===== src/hw/fpsqr_params.svh =====
`ifndef FPSQR_PARAMS_SVH
`define FPSQR_PARAMS_SVH

// ~~~~~~~~~~~~~~~~~~~~~~~~~~~~~~~~~~~~~~~~~~~~~~~~~~~~~~~~~~
// Unit geometry
// ~~~~~~~~~~~~~~~~~~~~~~~~~~~~~~~~~~~~~~~~~~~~~~~~~~~~~~~~~~

`define FPSQR_LANES 2     // Low and high lane
`define FPSQR_FWD_SRCS 4  // Forwarding buses per lane

// ~~~~~~~~~~~~~~~~~~~~~~~~~~~~~~~~~~~~~~~~~~~~~~~~~~~~~~~~~~
// Core timing
// ~~~~~~~~~~~~~~~~~~~~~~~~~~~~~~~~~~~~~~~~~~~~~~~~~~~~~~~~~~

// 24 mantissa bits, guard bit, sticky step
`define FPSQR_ITERS 26

// Unpack, iterations, round, pack
`define FPSQR_LAT 28

`endif


===== src/hw/fpsqr_pkg.sv =====
package fpsqr_pkg;

  // IEEE single
  typedef logic [31:0] fp_word_t;

  // Accrued exception flags
  typedef logic [1:0] fp_flags_t;

  localparam int FLAG_INVALID = 0;
  localparam int FLAG_INEXACT = 1;

  // Cause field of the retire code
  typedef enum logic [2:0] {
    XCPT_NONE    = 3'd0,
    XCPT_INVALID = 3'd1,
    XCPT_INEXACT = 3'd2
  } xcpt_cause_t;

  localparam fp_word_t CANON_NAN = 32'h7fc0_0000;  // Positive quiet NaN

endpackage


===== src/hw/fpsqr_core.sv =====
`timescale 1ns/1ns
`include "fpsqr_params.svh"

module fpsqr_core import fpsqr_pkg::*; (
  input  logic      clk,
  input  logic      arst_n,
  input  logic      start,
  input  fp_word_t  opnd,
  output logic      busy,
  output logic      done,
  output fp_word_t  result,
  output fp_flags_t flags
);

  localparam logic [4:0] RND_STEP  = 5'(`FPSQR_ITERS);
  localparam logic [4:0] PACK_STEP = 5'(`FPSQR_LAT - 1);

  logic        sgn;
  logic [7:0]  exp_in;
  logic [22:0] frac_in;
  logic [8:0]  exp_sum;
  logic        is_spec;
  fp_word_t    spec_val;
  fp_flags_t   spec_flg;
  logic        accept;
  logic [4:0]  cnt;

  logic        spec_q;
  fp_word_t    spec_val_q;
  fp_flags_t   spec_flg_q;
  logic [7:0]  exp_q;
  logic [51:0] rad;           // Radicand, 2 integer bits
  logic [29:0] rem;
  logic [25:0] root;
  logic [24:0] mant_q;        // Rounded mantissa with carry
  logic        inx_q;

  logic [29:0] rem_t;
  logic [29:0] trial;
  logic        take;
  logic        guard;
  logic        sticky;
  logic        rnd_up;

  // ~~~~~~~~~~~~~~~~~~~~~~~~~~~~~~~~~~~~~~~~~~~~~~~~~~~~~~~~~~
  // Unpack and classify
  // ~~~~~~~~~~~~~~~~~~~~~~~~~~~~~~~~~~~~~~~~~~~~~~~~~~~~~~~~~~

  assign {sgn, exp_in, frac_in} = opnd;
  assign exp_sum = {1'b0, exp_in} + 9'd127;  // Halved below, parity folds in
  assign accept  = start && !busy;

  always_comb begin
    is_spec  = 1'b1;
    spec_val = CANON_NAN;
    spec_flg = '0;
    if (exp_in == 8'hff && frac_in != '0) begin
      spec_flg[FLAG_INVALID] = ~frac_in[22];  // Signaling NaN
    end else if (exp_in == '0) begin
      spec_val = {sgn, 31'b0};                 // Zero, denormal flushed
    end else if (sgn) begin
      spec_flg[FLAG_INVALID] = 1'b1;
    end else if (exp_in == 8'hff) begin
      spec_val = opnd;                         // +inf
    end else begin
      is_spec = 1'b0;
    end
  end

  // ~~~~~~~~~~~~~~~~~~~~~~~~~~~~~~~~~~~~~~~~~~~~~~~~~~~~~~~~~~
  // Restoring root step and rounding
  // ~~~~~~~~~~~~~~~~~~~~~~~~~~~~~~~~~~~~~~~~~~~~~~~~~~~~~~~~~~

  assign rem_t  = {rem[27:0], rad[51:50]};
  assign trial  = {2'b00, root, 2'b01};
  assign take   = (rem_t >= trial);

  assign guard  = root[1];
  assign sticky = root[0] | (rem != '0);
  assign rnd_up = guard & (sticky | root[2]);  // Nearest even

  always_ff @(posedge clk) begin
    if (accept) begin
      spec_q     <= is_spec;
      spec_val_q <= spec_val;
      spec_flg_q <= spec_flg;
      exp_q      <= exp_sum[8:1];
      // Odd unbiased exponent doubles the radicand
      rad        <= exp_in[0] ? {2'b01, frac_in, 27'b0} : {1'b1, frac_in, 28'b0};
      rem        <= '0;
      root       <= '0;
    end else if (busy && cnt < RND_STEP) begin
      rem  <= take ? rem_t - trial : rem_t;
      root <= {root[24:0], take};
      rad  <= rad << 2;
    end else if (busy && cnt == RND_STEP) begin
      mant_q <= {1'b0, root[25:2]} + {24'b0, rnd_up};
      inx_q  <= guard | sticky;
    end
  end

  // ~~~~~~~~~~~~~~~~~~~~~~~~~~~~~~~~~~~~~~~~~~~~~~~~~~~~~~~~~~
  // Sequencing and pack
  // ~~~~~~~~~~~~~~~~~~~~~~~~~~~~~~~~~~~~~~~~~~~~~~~~~~~~~~~~~~

  always_ff @(posedge clk or negedge arst_n) begin
    if (!arst_n) begin
      busy   <= 1'b0;
      done   <= 1'b0;
      cnt    <= '0;
      result <= '0;
      flags  <= '0;
    end else if (accept) begin
      busy <= 1'b1;
      cnt  <= '0;
    end else if (done) begin
      busy <= 1'b0;  // Held through the result cycle
      done <= 1'b0;
    end else if (busy) begin
      cnt <= cnt + 5'd1;
      if (cnt == PACK_STEP) begin
        done   <= 1'b1;
        result <= spec_q ? spec_val_q
                         : {1'b0, exp_q + {7'b0, mant_q[24]}, mant_q[22:0]};
        flags  <= spec_q ? spec_flg_q : {inx_q, 1'b0};  // Inexact only
      end
    end
  end

  assert property (@(posedge clk) disable iff (!arst_n) start |-> !busy)
    else $error("fpsqr_core: start while busy");

  assert property (@(posedge clk) disable iff (!arst_n) accept |=> ##`FPSQR_LAT done)
    else $error("fpsqr_core: result not on time");

endmodule


===== src/hw/fpsqr_csr.sv =====
`timescale 1ns/1ns

module fpsqr_csr import fpsqr_pkg::*; (
  input  logic       clk,
  input  logic       arst_n,
  input  logic       csr_we,
  input  logic [3:0] csr_wdata,
  input  fp_flags_t  flag_accrue,
  input  logic       flag_accrue_en,
  output logic [3:0] csr_rdata,
  output fp_flags_t  trap_en
);

  fp_flags_t sticky;
  fp_flags_t raised;

  assign raised = flag_accrue_en ? flag_accrue : '0;

  // ~~~~~~~~~~~~~~~~~~~~~~~~~~~~~~~~~~~~~~~~~~~~~~~~~~~~~~~~~~
  // Trap enables and sticky flags
  // ~~~~~~~~~~~~~~~~~~~~~~~~~~~~~~~~~~~~~~~~~~~~~~~~~~~~~~~~~~

  always_ff @(posedge clk or negedge arst_n) begin
    if (!arst_n) begin
      sticky  <= '0;
      trap_en <= '0;
    end else if (csr_we) begin
      sticky  <= csr_wdata[1:0] | raised;  // Completion in the write cycle still lands
      trap_en <= csr_wdata[3:2];
    end else begin
      sticky <= sticky | raised;
    end
  end

  assign csr_rdata = {trap_en, sticky};

endmodule


===== src/hw/fpsqr_opsel.sv =====
`timescale 1ns/1ns
`include "fpsqr_params.svh"

module fpsqr_opsel import fpsqr_pkg::*; (
  input  fp_word_t                          opnd,
  input  fp_word_t [`FPSQR_FWD_SRCS-1:0]    fwd,
  input  logic     [`FPSQR_FWD_SRCS-1:0]    fwd_sel,
  output fp_word_t                          sel_opnd
);

  // AND-OR mux, no priority between buses
  always_comb begin
    sel_opnd = (fwd_sel == '0) ? opnd : '0;  // Register value when nothing forwards
    for (int i = 0; i < `FPSQR_FWD_SRCS; i++) begin
      sel_opnd = sel_opnd | (fwd[i] & {32{fwd_sel[i]}});
    end
  end

  // Two buses at once would OR their words together
  always_comb begin
    assert ($onehot0(fwd_sel))
      else $error("fpsqr_opsel: fwd_sel not one-hot (%b)", fwd_sel);
  end

endmodule


===== src/hw/fpsqr_unit.sv =====
`timescale 1ns/1ns
`include "fpsqr_params.svh"

module fpsqr_unit import fpsqr_pkg::*; (
  input  logic                                clk,
  input  logic                                arst_n,
  input  logic                                issue,
  input  logic     [`FPSQR_LANES-1:0]         lane_en,
  input  fp_word_t                            opnd_lo,
  input  fp_word_t                            opnd_hi,
  input  logic     [`FPSQR_FWD_SRCS-1:0]      fwd_sel,
  input  fp_word_t [`FPSQR_FWD_SRCS-1:0]      fwd_lo,
  input  fp_word_t [`FPSQR_FWD_SRCS-1:0]      fwd_hi,
  input  logic                                csr_we,
  input  logic     [3:0]                      csr_wdata,
  output logic     [3:0]                      csr_rdata,
  output logic                                busy,
  output logic                                res_valid,
  output fp_word_t                            res_lo,
  output fp_word_t                            res_hi,
  output logic                                ret_en,
  output logic     [3:0]                      ret_code
);

  fp_word_t                   sel_lo;
  fp_word_t                   sel_hi;
  logic                       busy_lo;
  logic                       busy_hi;
  logic                       done_lo;
  fp_flags_t                  flags_lo;
  fp_flags_t                  flags_hi;
  logic [`FPSQR_LANES-1:0]    lane_en_q;
  fp_flags_t                  trap_en;
  fp_flags_t                  flag_accrue;
  logic                       flag_accrue_en;

  // ~~~~~~~~~~~~~~~~~~~~~~~~~~~~~~~~~~~~~~~~~~~~~~~~~~~~~~~~~~
  // Lanes
  // ~~~~~~~~~~~~~~~~~~~~~~~~~~~~~~~~~~~~~~~~~~~~~~~~~~~~~~~~~~

  fpsqr_opsel opsel_lo_i (.opnd(opnd_lo), .fwd(fwd_lo), .fwd_sel(fwd_sel), .sel_opnd(sel_lo));
  fpsqr_opsel opsel_hi_i (.opnd(opnd_hi), .fwd(fwd_hi), .fwd_sel(fwd_sel), .sel_opnd(sel_hi));

  fpsqr_core core_lo_i (
    .clk(clk), .arst_n(arst_n), .start(issue), .opnd(sel_lo),
    .busy(busy_lo), .done(done_lo), .result(res_lo), .flags(flags_lo)
  );

  // Lockstep with the low lane, which paces completion
  fpsqr_core core_hi_i (
    .clk(clk), .arst_n(arst_n), .start(issue), .opnd(sel_hi),
    .busy(busy_hi), .done(), .result(res_hi), .flags(flags_hi)
  );

  assign busy      = busy_lo | busy_hi;
  assign res_valid = done_lo;

  // Lane mask for the completing item
  always_ff @(posedge clk or negedge arst_n) begin
    if (!arst_n) begin
      lane_en_q <= '0;
    end else if (issue && !busy) begin
      lane_en_q <= lane_en;
    end
  end

  // ~~~~~~~~~~~~~~~~~~~~~~~~~~~~~~~~~~~~~~~~~~~~~~~~~~~~~~~~~~
  // Exceptions and CSR
  // ~~~~~~~~~~~~~~~~~~~~~~~~~~~~~~~~~~~~~~~~~~~~~~~~~~~~~~~~~~

  fpsqr_xcpt xcpt_i (
    .done(done_lo), .lane_en(lane_en_q), .flags_lo(flags_lo), .flags_hi(flags_hi),
    .trap_en(trap_en), .flag_accrue(flag_accrue), .flag_accrue_en(flag_accrue_en),
    .ret_code(ret_code), .ret_en(ret_en)
  );

  fpsqr_csr csr_i (
    .clk(clk), .arst_n(arst_n), .csr_we(csr_we), .csr_wdata(csr_wdata),
    .flag_accrue(flag_accrue), .flag_accrue_en(flag_accrue_en),
    .csr_rdata(csr_rdata), .trap_en(trap_en)
  );

endmodule


===== src/hw/fpsqr_xcpt.sv =====
`timescale 1ns/1ns
`include "fpsqr_params.svh"

module fpsqr_xcpt import fpsqr_pkg::*; (
  input  logic                     done,
  input  logic [`FPSQR_LANES-1:0]  lane_en,
  input  fp_flags_t                flags_lo,
  input  fp_flags_t                flags_hi,
  input  fp_flags_t                trap_en,
  output fp_flags_t                flag_accrue,
  output logic                     flag_accrue_en,
  output logic [3:0]               ret_code,
  output logic                     ret_en
);

  fp_flags_t lane_flg [`FPSQR_LANES];
  fp_flags_t trapped;
  logic      found;

  // Disabled lanes drop out entirely
  assign lane_flg[0] = flags_lo & {2{lane_en[0]}};
  assign lane_flg[1] = flags_hi & {2{lane_en[1]}};

  // ~~~~~~~~~~~~~~~~~~~~~~~~~~~~~~~~~~~~~~~~~~~~~~~~~~~~~~~~~~
  // Merge and cause priority
  // ~~~~~~~~~~~~~~~~~~~~~~~~~~~~~~~~~~~~~~~~~~~~~~~~~~~~~~~~~~

  always_comb begin
    flag_accrue = '0;
    ret_code    = '0;
    trapped     = '0;
    found       = 1'b0;
    for (int i = 0; i < `FPSQR_LANES; i++) begin
      if (done) begin
        flag_accrue = flag_accrue | lane_flg[i];
      end
      trapped = lane_flg[i] & trap_en;
      // Low lane first, invalid over inexact
      if (done && !found && trapped != '0) begin
        found         = 1'b1;
        ret_code[3]   = 1'(i);
        ret_code[2:0] = trapped[FLAG_INVALID] ? XCPT_INVALID : XCPT_INEXACT;
      end
    end
  end

  assign flag_accrue_en = done;
  assign ret_en         = done;

  // ROB reads the code only with ret_en
  always_comb begin
    assert (ret_en || ret_code == '0)
      else $error("fpsqr_xcpt: ret_code %h without ret_en", ret_code);
  end

endmodule


===== config.mk =====
export PLATFORM = sky130hd
export DESIGN_NAME = fpsqr_unit
export DESIGN_NICKNAME = d
export VERILOG_FILES = /design/src/hw/fpsqr_pkg.sv /design/src/hw/fpsqr_core.sv /design/src/hw/fpsqr_csr.sv /design/src/hw/fpsqr_opsel.sv /design/src/hw/fpsqr_unit.sv /design/src/hw/fpsqr_xcpt.sv
export VERILOG_INCLUDE_DIRS = /design/src /design/src/hw
export SDC_FILE = /design/constraint.sdc
export NUM_CORES = 1
export LEC_CHECK = 0
export BUFFER_PORTS_ARGS = -buffer_cell sky130_fd_sc_hd__buf_2
export CORE_MARGIN = 4
export CORE_UTILIZATION = 61
export CTS_CLUSTER_SIZE = 8
export DETAILED_ROUTE_END_ITERATION = 8
export GPL_ROUTABILITY_DRIVEN = 1
export PLACE_DENSITY = 0.92
export SLEW_MARGIN = 20
export SYNTH_ARGS = -nofsm -noshare
export SYNTH_HDL_FRONTEND = slang
export SYNTH_HIERARCHICAL = 1
export SYNTH_SLANG_ARGS = --single-unit

===== constraint.sdc =====
create_clock -name clk -period 4.5 [get_ports clk]
set_input_delay 0.45 -clock clk [delete_from_list [all_inputs] [get_ports clk]]
set_output_delay 0.45 -clock clk [all_outputs]
set_load 0.01 [all_outputs]

Word level (Yosys, flattened, before mapping) --
Index checks and enable logic that the tools add are counted. W data, S select, Z words.
Cells by class: add/sub/neg operators 10, $mul 0, div/mod/pow operators 0, $lt $le $gt $ge 4, eq/ne operators 8, shift operators 0, multiplexer cells 52, bitwise gates (word level) 42, reductions and logical operators 41
Operators with widths (number):
- $mux W52 | 6
- $and A32 B32 Y32 | 8
- $mux W32 | 8
- $or A32 B32 Y32 | 8
- $mux W31 | 2
- $ge A30 B28 Y1 | 2
- $mux W30 | 2
- $reduce_bool A30 Y1 | 2
- $sub A30 B28 Y30 | 2
- $add A24 B1 Y25 | 2
- $reduce_bool A23 Y1 | 2
- $mux W5 | 6
- $eq A5 B5 Y1 const B | 4
- $mux W1 | 19
- $add A8 B7 Y9 const B | 2
- $add A8 B1 Y8 | 2
- $eq A8 B8 Y1 const B | 2
- $logic_not A8 Y1 | 2
- $mux W2 | 8
- $reduce_bool A2 Y1 | 8
- $logic_and A1 B1 Y1 | 12
- $add A5 B1 Y5 const B | 2
- $lt A5 B5 Y1 const B | 2
- $not A1 Y1 | 10
- other kinds (13) | 34
Storage, ports and cells: flip-flop bits (word level) 440, bits in latches 0, bits in writable memories 0, memory bits (read-only) 0, input bits 334, word-level logic and storage cells 190, memories kept 0

Logic depth before layout (Yosys ltp) --
Gate-level depths: netlist of the first run.
depth after elaboration 10, gate-level depth with buffers 14, depth with buffers taken out 11

Modules after synthesis --
The synthesis of the first run kept the hierarchy.
By module, submodules not included:
- fpsqr_core (core_hi_i) | times used 1, cells an instance 964, area each 9673.0 µm², seq. area each 4909.7 µm²
- fpsqr_core (core_lo_i) | times used 1, cells an instance 958, area each 9613.0 µm², seq. area each 4909.7 µm²
- fpsqr_opsel | times used 2, cells an instance 149, area each 1114.8 µm², seq. area each 0.0 µm²
- fpsqr_csr | times used 1, cells an instance 13, area each 170.2 µm², seq. area each 100.1 µm²
- fpsqr_xcpt | times used 1, cells an instance 18, area each 115.1 µm², seq. area each 0.0 µm²
- fpsqr_unit | times used 1, cells an instance 6, area each 91.3 µm², seq. area each 50.0 µm²

Worst setup path after synthesis of the first run --
OpenSTA, ideal clock, no wires.
path kind flip-flop to flip-flop, from register core_lo_i.busy, to register core_lo_i.rad[27] (enable), library setup time 380 ps, data arrival time 2543 ps, required time 4120 ps, setup slack 1577 ps, stages on the path, launching flop included 6, path buffers 1, path through dfrtp_1 nand2b_1 clkbuf_1 inv_1 nor2_1 inv_1
On the way: word-level cells in the longest chain between the ends 3
Ends and longest elaborated chain:
- start, declared | RTL line fpsqr_core.sv:9 | output logic busy,
- start signal, assigned | RTL line fpsqr_core.sv:108 | busy <= 1'b0;
- start signal, assigned | RTL line fpsqr_core.sv:114 | busy <= 1'b1;
- start signal, assigned | RTL line fpsqr_core.sv:117 | busy <= 1'b0;
- $logic_not A1 Y1 | RTL line fpsqr_core.sv:51 | assign accept = start && !busy;
- $logic_and A1 B1 Y1 | RTL line fpsqr_core.sv:51
- via core_lo_i.accept | RTL line fpsqr_core.sv:25 | logic accept;
- $reduce_bool A2 Y1 (no source line)
- end signal, assigned | RTL line fpsqr_core.sv:89 | rad <= exp_in[0] ? {2'b01, frac_in, 27'b0} : {1'b1, frac_in, 28'b0};
- end signal, assigned | RTL line fpsqr_core.sv:95 | rad <= rad << 2;
- end, declared | RTL line fpsqr_core.sv:32 | logic [51:0] rad;
The timed path passes the listed nets, and every way through them passes these cells. A chain may end at the register's enable or synchronous reset.

Worst setup path after layout of the first run --
from register core_hi_i.root[23], to register core_hi_i.rem[23]
On the way: word-level cells in the longest chain between the ends 2
Ends and longest elaborated chain:
- start, declared | RTL line fpsqr_core.sv:34 | logic [25:0] root;
- start signal, assigned | RTL line fpsqr_core.sv:94 | root <= {root[24:0], take};
- $ge A30 B28 Y1 | RTL line fpsqr_core.sv:76 | assign take = (rem_t >= trial);
- $mux W30 | RTL line fpsqr_core.sv:93 | rem <= take ? rem_t - trial : rem_t;
- end signal, assigned | RTL line fpsqr_core.sv:93
- end, declared | RTL line fpsqr_core.sv:33 | logic [29:0] rem;
No other way between the ends.

==> impl_metrics.toml, run 1 <==
[die]
rows = 69
die_h_microns = 197
dieArea_sq_um = 39000
io_pins = 409
initial_utilization = 0.617
core_sq_um = 35500
die_x_microns = 197

[sta]
hold_violations = 0
setup_viol = 0
drv_slew = 0
slew_headroom = 0.332
worst_pin_slew_ns = 1.00
setup_tns_ns = 0
period_minus_slack_ns = 3.27
max_freq_ghz = 0.306
finalCritPeriodShare = 0.726
finClkSkew_ns = 0.0144
rsz0062_at_grt = "false"

[route]
first_pass_iters = 6
post-route-drc-count = 0
routedWlPerCell_microns = 20.1
wirelength_microns = 63200
drtIter0Drc = 1678
drtAntennaViolNets = 0
vias = 19300
via_per_inst = 6.13

[synthesis]
synth.yosys.warnings = 6
synthTopCellsByArea = "edfxtp_1 25%, dfxtp_1 10%, dfrtp_1 10%"
synth.distinct_cells = 83
synth_edf_count = 184
synth.largest_area_cell = "edfxtp_1"
ys_seq_area_frac = 0.455
ys_seq_elements = 384
synth_top_area_frac = 0.252
async_flop_share = 0.229
postSynthAreaPerCell_sq_um = 9.70
synthCells = 2257
synthFlopType = "edfxtp_1"
synth_area_sq_um = 21900

[flow_run]
max_cap_viol_count = 0

[outcome]
status = "finished, final reports clean"

[critical_path]
end_kind = "register"
worst-path-max-fanout = 29
critPathKind = "reg2reg"
cp-start-kind = "register"
arrival_ns = 3.71
required_ns = 4.94

[global_route]
first_global_vias = 18900
grt_start_max_net_pins = 86
grt_pass1_wl_microns = 98500
antenna_found_initial = 1
grt_usage = 0.309
grt.overflow.total = 0

[final_layout]
drive_gt1_frac = 0.219
nFillCells = 2454
nets = 3049
n_antenna_cell = 0
area_delta_synth_final_pct = 17.8

[power]
clockPowerShare = 0.200
switching_share = 0.410
p_int_uw = 11100
pwr-share-seq = 0.322
power_frac_comb = 0.478
leakage_uw = 0.0113
power.total_uw = 18700
power_density_nw_per_um2 = 727
ir_drop_v = 0.000500
p_switching_uw = 7690

[cts]
clk_root_buffer_cell = "clkbuf_16"
cts_tree = "yes"
htreeDepth = 2
post_cts_buffers = 0
worstSkewPairLatency_ns = 0.55
clock-sinks = 384
clk_pin_slew_worst_paths_ns = 0.06
cts_buffer_depth = 3
cts-buffers-inserted = 54

[place]
place_congestion = 0.963
hpwlAfterDp_microns = 46100
portBuffers = 407

[min_path]
hold_path_class = "in2reg"
==> per-stage QoR <==
stage               hold WS [ns]   util  setup slack [ns]  cell area, sq um  std cells
floorplan                  0.154      -              1.58             22000       2299
global route               0.132  0.727             0.989             25800       3148
CTS                        0.124  0.727              1.28             25800       3148
finish                     0.141  0.727              1.23             25800       3148
detailed placement         0.462  0.682             0.866             24200       3047
global placement           0.450  0.682              1.20             24200       3047
==> power groups by stage <==
stage / Clock [uW] / Combinational, uW / Sequential, uW
floorplan: 0 / 6740 / 5850
detailed placement: 0 / 8750 / 6040
finish: 3740 / 8960 / 6040
global placement: 0 / 8380 / 5960
CTS: 3790 / 8840 / 6000
global route: 3950 / 9970 / 6150
==> cell usage in the layout (no fill, tap or decap), types with 15 or more instances in the layout <==
| cell | n |
|---|---|
| buf_2 | 406 |
| nand2_1 | 229 |
| o21ai_0 | 208 |
| edfxtp_1 | 184 |
| inv_1 | 144 |
| a22oi_1 | 131 |
| mux2i_1 | 128 |
| nand3_1 | 119 |
| dfxtp_1 | 112 |
| dfrtp_1 | 88 |
| xnor2_1 | 77 |
| nor2_1 | 76 |
| ha_1 | 72 |
| a21oi_1 | 65 |
| o211ai_2 | 59 |
| clkbuf_16 | 56 |
| o21ai_1 | 51 |
| conb_1 | 45 |
| clkbuf_1 | 43 |
| xor2_1 | 37 |
| nor3_1 | 36 |
| nor4_1 | 32 |
| nand4_1 | 26 |
| buf_4 | 21 |
| a21o_1 | 19 |
| nor2b_1 | 18 |
| o211ai_1 | 17 |
| o21a_1 | 15 |
==> timing repair <==
item                       4_1_cts  5_1_grt
hold buffers                     1        0
setup endpoints to repair        0        0
hold endpoints to repair        44        0
gates resized for setup          0        0
==> layout make-up <==
class	count	area (sq um)	area share
Tap cell	461	577	0.0224
Inverter	145	544	0.0211
Sequential cell	384	9970	0.387
Multi-Input combinational cell	1630	10900	0.424
Timing Repair Buffer	428	2200	0.0853
Clock inverter	1	8.76	0.000340
Clock buffer	99	1560	0.0606
==> Yosys cell counts, types with 4 or more instances <==
cell type and number:
or3_1 14, mux2i_1 128, inv_1 145, nand2b_1 9
dfxtp_1 112, nor3b_1 4, nand4_1 26, o21a_1 15
o21ai_1 53, a22oi_1 131, o211ai_1 17, clkbuf_1 104
dfrtp_1 88, edfxtp_1 184, and2_1 6, nand3b_1 14
a32oi_1 9, mux2_2 6, a21o_1 19, a211oi_1 7
and3_1 14, a31oi_1 4, nand2_1 229, or2_2 5
nand3_1 119, xor2_1 37, nor2b_1 18, o21bai_1 7
nor4_1 33, buf_4 8, nor2_1 77, buf_6 13
ha_1 72, xnor2_1 77, nor3_1 38, a21oi_1 65
buf_1 8, o21ai_0 208, o211ai_2 61, buf_2 6
==> registers in the layout, summed over array words and instances (netlist names), 25 cells and up <==
register	flops
core_hi_i/result	32
core_hi_i/rad	25
core_lo_i/root	26
core_hi_i/rem	30
core_lo_i/spec_val_q	32
core_lo_i/result	32
core_lo_i/rem	30
core_lo_i/rad	25
core_hi_i/root	26
core_hi_i/spec_val_q	32
==> final timing paths <==
| path | slack (ns) | startpoint | cells after the start | to |
|---|---|---|---|---|
| worst max register to register | 1.23 | core_hi_i/root[23] | 10 | core_hi_i/rem[23] |
| min in group asynchronous | 0.46 | arst_n | 2 | core_lo_i/result[13] |
| worst max-delay path | 1.23 | core_hi_i/root[23] | 10 | core_hi_i/rem[23] |
| worst min register to register | 0.47 | core_hi_i/root[13] | 2 | core_hi_i/root[13] |
| worst min-delay path | 0.14 | lane_en[0] | 2 | lane_en_q[0] |
| max in group asynchronous | 3.00 | arst_n | 3 | core_hi_i/busy |
==> metal layers <==
layer  GRT usage  part of all wire
met4      0.0804             0.024
met2       0.523              0.49
met3      0.0578             0.091
met1       0.413              0.40
met5           0                 0
==> cell families after synthesis <==
family                     count (synthesis)  synth area share
and+or+nand+nor                          623             0.137
DFF                                      384             0.455
adders and majority gates                 72            0.0411
muxes                                    134            0.0616
AOI/OAI and AO/OA                        642             0.203
xor gates and xnor gates                 114            0.0456
buffers and inverters                    285            0.0556
other                                      3          0.000514
==> worst max-delay path, stage by stage, from the launching register on <==
cell and delay [ns]:
dfxtp_1 0.39, inv_1 0.08, ha_1 0.36, a21o_1 0.25
a21o_1 0.23, a2111oi_4 0.45, o211ai_2 0.18, nor3_4 0.26
or2_4 0.49, o31ai_1 0.14, a221o_1 0.32
Note: power is estimated with default switching activity, not from simulation.
==> run 2, diff against run 1 <==
Settings changed: CORE_UTILIZATION 61 to 57, PLACE_DENSITY 0.92 to 0.87.
Clock period 4.5 ns to 3.1 ns, I/O delays scaled along.
==> impl_metrics.toml, run 2 (synthesized netlist as in run 1, its figures left out) <==
[sta]
worst_pin_slew_ns = 0.926
finalCritPeriodShare = 0.959
drv_slew = 0
slew_headroom = 0.382
hold_violations = 0
period_minus_slack_ns = 2.97
finClkSkew_ns = 0.0121
setup_tns_ns = 0
max_freq_ghz = 0.336
setup_viol = 0

[cts]
clock-sinks = 384
clk_root_buffer_cell = "clkbuf_16"
clk_pin_slew_worst_paths_ns = 0.05
cts_buffer_depth = 3
cts-buffers-inserted = 53
worstSkewPairLatency_ns = 0.55
htreeDepth = 2
cts_tree = "yes"

[critical_path]
required_ns = 3.57
path_cells = "inv_1 > ha_2 > and3_1 > nand3_1 > a211o_1 > a21boi_2 > nor3_4 > buf_4 > or3_1 > buf_4 > o211ai_1"
critPathKind = "reg2reg"
end_kind = "register"
worst-path-max-fanout = 7
arrival_ns = 3.44
cp_slowest_stage_delay_ns = 0.46
cp-start-kind = "register"
path_common_cell = "buf_4"
crit_slowest_cell = "or3_1"

[final_layout]
final_cell_mix = "406 x buf_2, 229 x nand2_1, 206 x o21ai_0, 184 x edfxtp_1, 144 x inv_1"
drive_gt1_frac = 0.234
layout_commonest_cell = "buf_2"
instances_no_fill = 3254
area_delta_synth_final_pct = 20.1
nets = 3105
n_antenna_cell = 0
fin_area_sq_um = 26300
final_util = 0.697

[route]
post-route-drc-count = 0
routedWlPerCell_microns = 19.4
via_per_inst = 5.97
first_pass_iters = 6
drtAntennaViolNets = 0
vias = 19400
drtIter0Drc = 1825
wirelength_microns = 63300

[global_route]
first_global_vias = 18800
grt_pass1_wl_microns = 98500
grt_start_max_net_pins = 86
grt.overflow.total = 0
grt_usage = 0.289
antenna_found_initial = 1

[power]
power_density_nw_per_um2 = 1070
pwr-share-seq = 0.312
p_switching_uw = 11400
switching_share = 0.408
power.total_uw = 28000
leakage_uw = 0.0116
ir_drop_v = 0.000595
power_frac_comb = 0.497
clockPowerShare = 0.191
p_int_uw = 16600

[die]
core_sq_um = 37800
dieArea_sq_um = 41600
die_x_microns = 204
rows = 71
die_h_microns = 204
io_pins = 409
initial_utilization = 0.580

[min_path]
hold_path_class = "in2reg"

[place]
placed_cells = 3140
post_dp_cell_area_sq_um = 24600
hpwlAfterDp_microns = 46200
place_congestion = 0.956
portBuffers = 407

[flow_run]
max_cap_viol_count = 0

[outcome]
status = "finished, final reports clean"
## run 2: changes by cell type in the layout (fill, tap and decap cells not counted), sizes merged
cell / previous run / this run
o22a: 2 / 4
buf: 427 / 479
dlygate4sd3: 1 / 4
clkbuf: 99 / 98
## run 2: path summary, 6_finish.rpt
| kind | startpoint | end | slack (ns) | cells past startpoint |
|---|---|---|---|---|
| max | core_hi_i/root[9] | core_hi_i/rem[27] | 0.13 | 11 |
| min | lane_en[1] | lane_en_q[1] | 0.03 | 2 |
| max reg2reg | core_hi_i/root[9] | core_hi_i/rem[27] | 0.13 | 11 |
| min reg2reg | core_lo_i/rem[28] | core_lo_i/rem[28] | 0.47 | 2 |
| max in group asynchronous | arst_n | core_hi_i/result[18] | 1.88 | 3 |
| min in group asynchronous | arst_n | core_lo_i/result[13] | 0.44 | 2 |
## run 2: layout make-up
type,count,area (sq um)
inverters,145,544
flip-flops and latches,384,9970
multi-input cells,1632,11000
clock inverters,1,8.76
clock buffers,98,1540
repair buffers,483,2650
well taps,511,639
fillers,2843,11500
## run 2: critical path, delay by kind of cell, from the launching register on
kind | cells | cell delay [ns]
and+or+nand+nor | 4 | 0.89
AOI/OAI and AO/OA | 3 | 0.69
buffers and inverters | 3 | 0.48
DFF | 1 | 0.42
adders and majority gates | 1 | 0.41
## run 2: power groups by stage
| stage | logic, uW | registers [uW] | clock network, uW |
|---|---|---|---|
| floorplan | 9780 | 8500 | 0 |
| global placement | 12900 | 8680 | 0 |
| detailed placement | 13300 | 8770 | 0 |
| CTS | 13500 | 8710 | 5440 |
| global route | 15400 | 8920 | 5680 |
| finish | 13900 | 8760 | 5360 |
## run 2: per-stage QoR
step | setup WS, ns | hold slack, ns
finish | 0.127 | 0.0256
global route | -0.00184 | 0.00617
CTS | 0.0484 | 0.00503
detailed placement | 0.0544 | 0.464
global placement | 0.122 | 0.450
floorplan | 0.177 | 0.0144
## run 2: repair_timing
action,in CTS,in global routing
gates resized for setup,0,4
hold endpoints to repair,71,0
hold buffers,4,0
buffers inserted,0,8
setup endpoints to repair,0,34
## run 2: metal layers
layer  global-route usage  up-vias  share of wire  routed length (microns)
met5                    0        -        0.00021                       13
li1                     -     9107              -                        -
met4               0.0706        2          0.024                     1550
met3               0.0535      143          0.085                     5400
met1                0.390     9239           0.41                    25800
met2                0.486      921           0.48                    30500
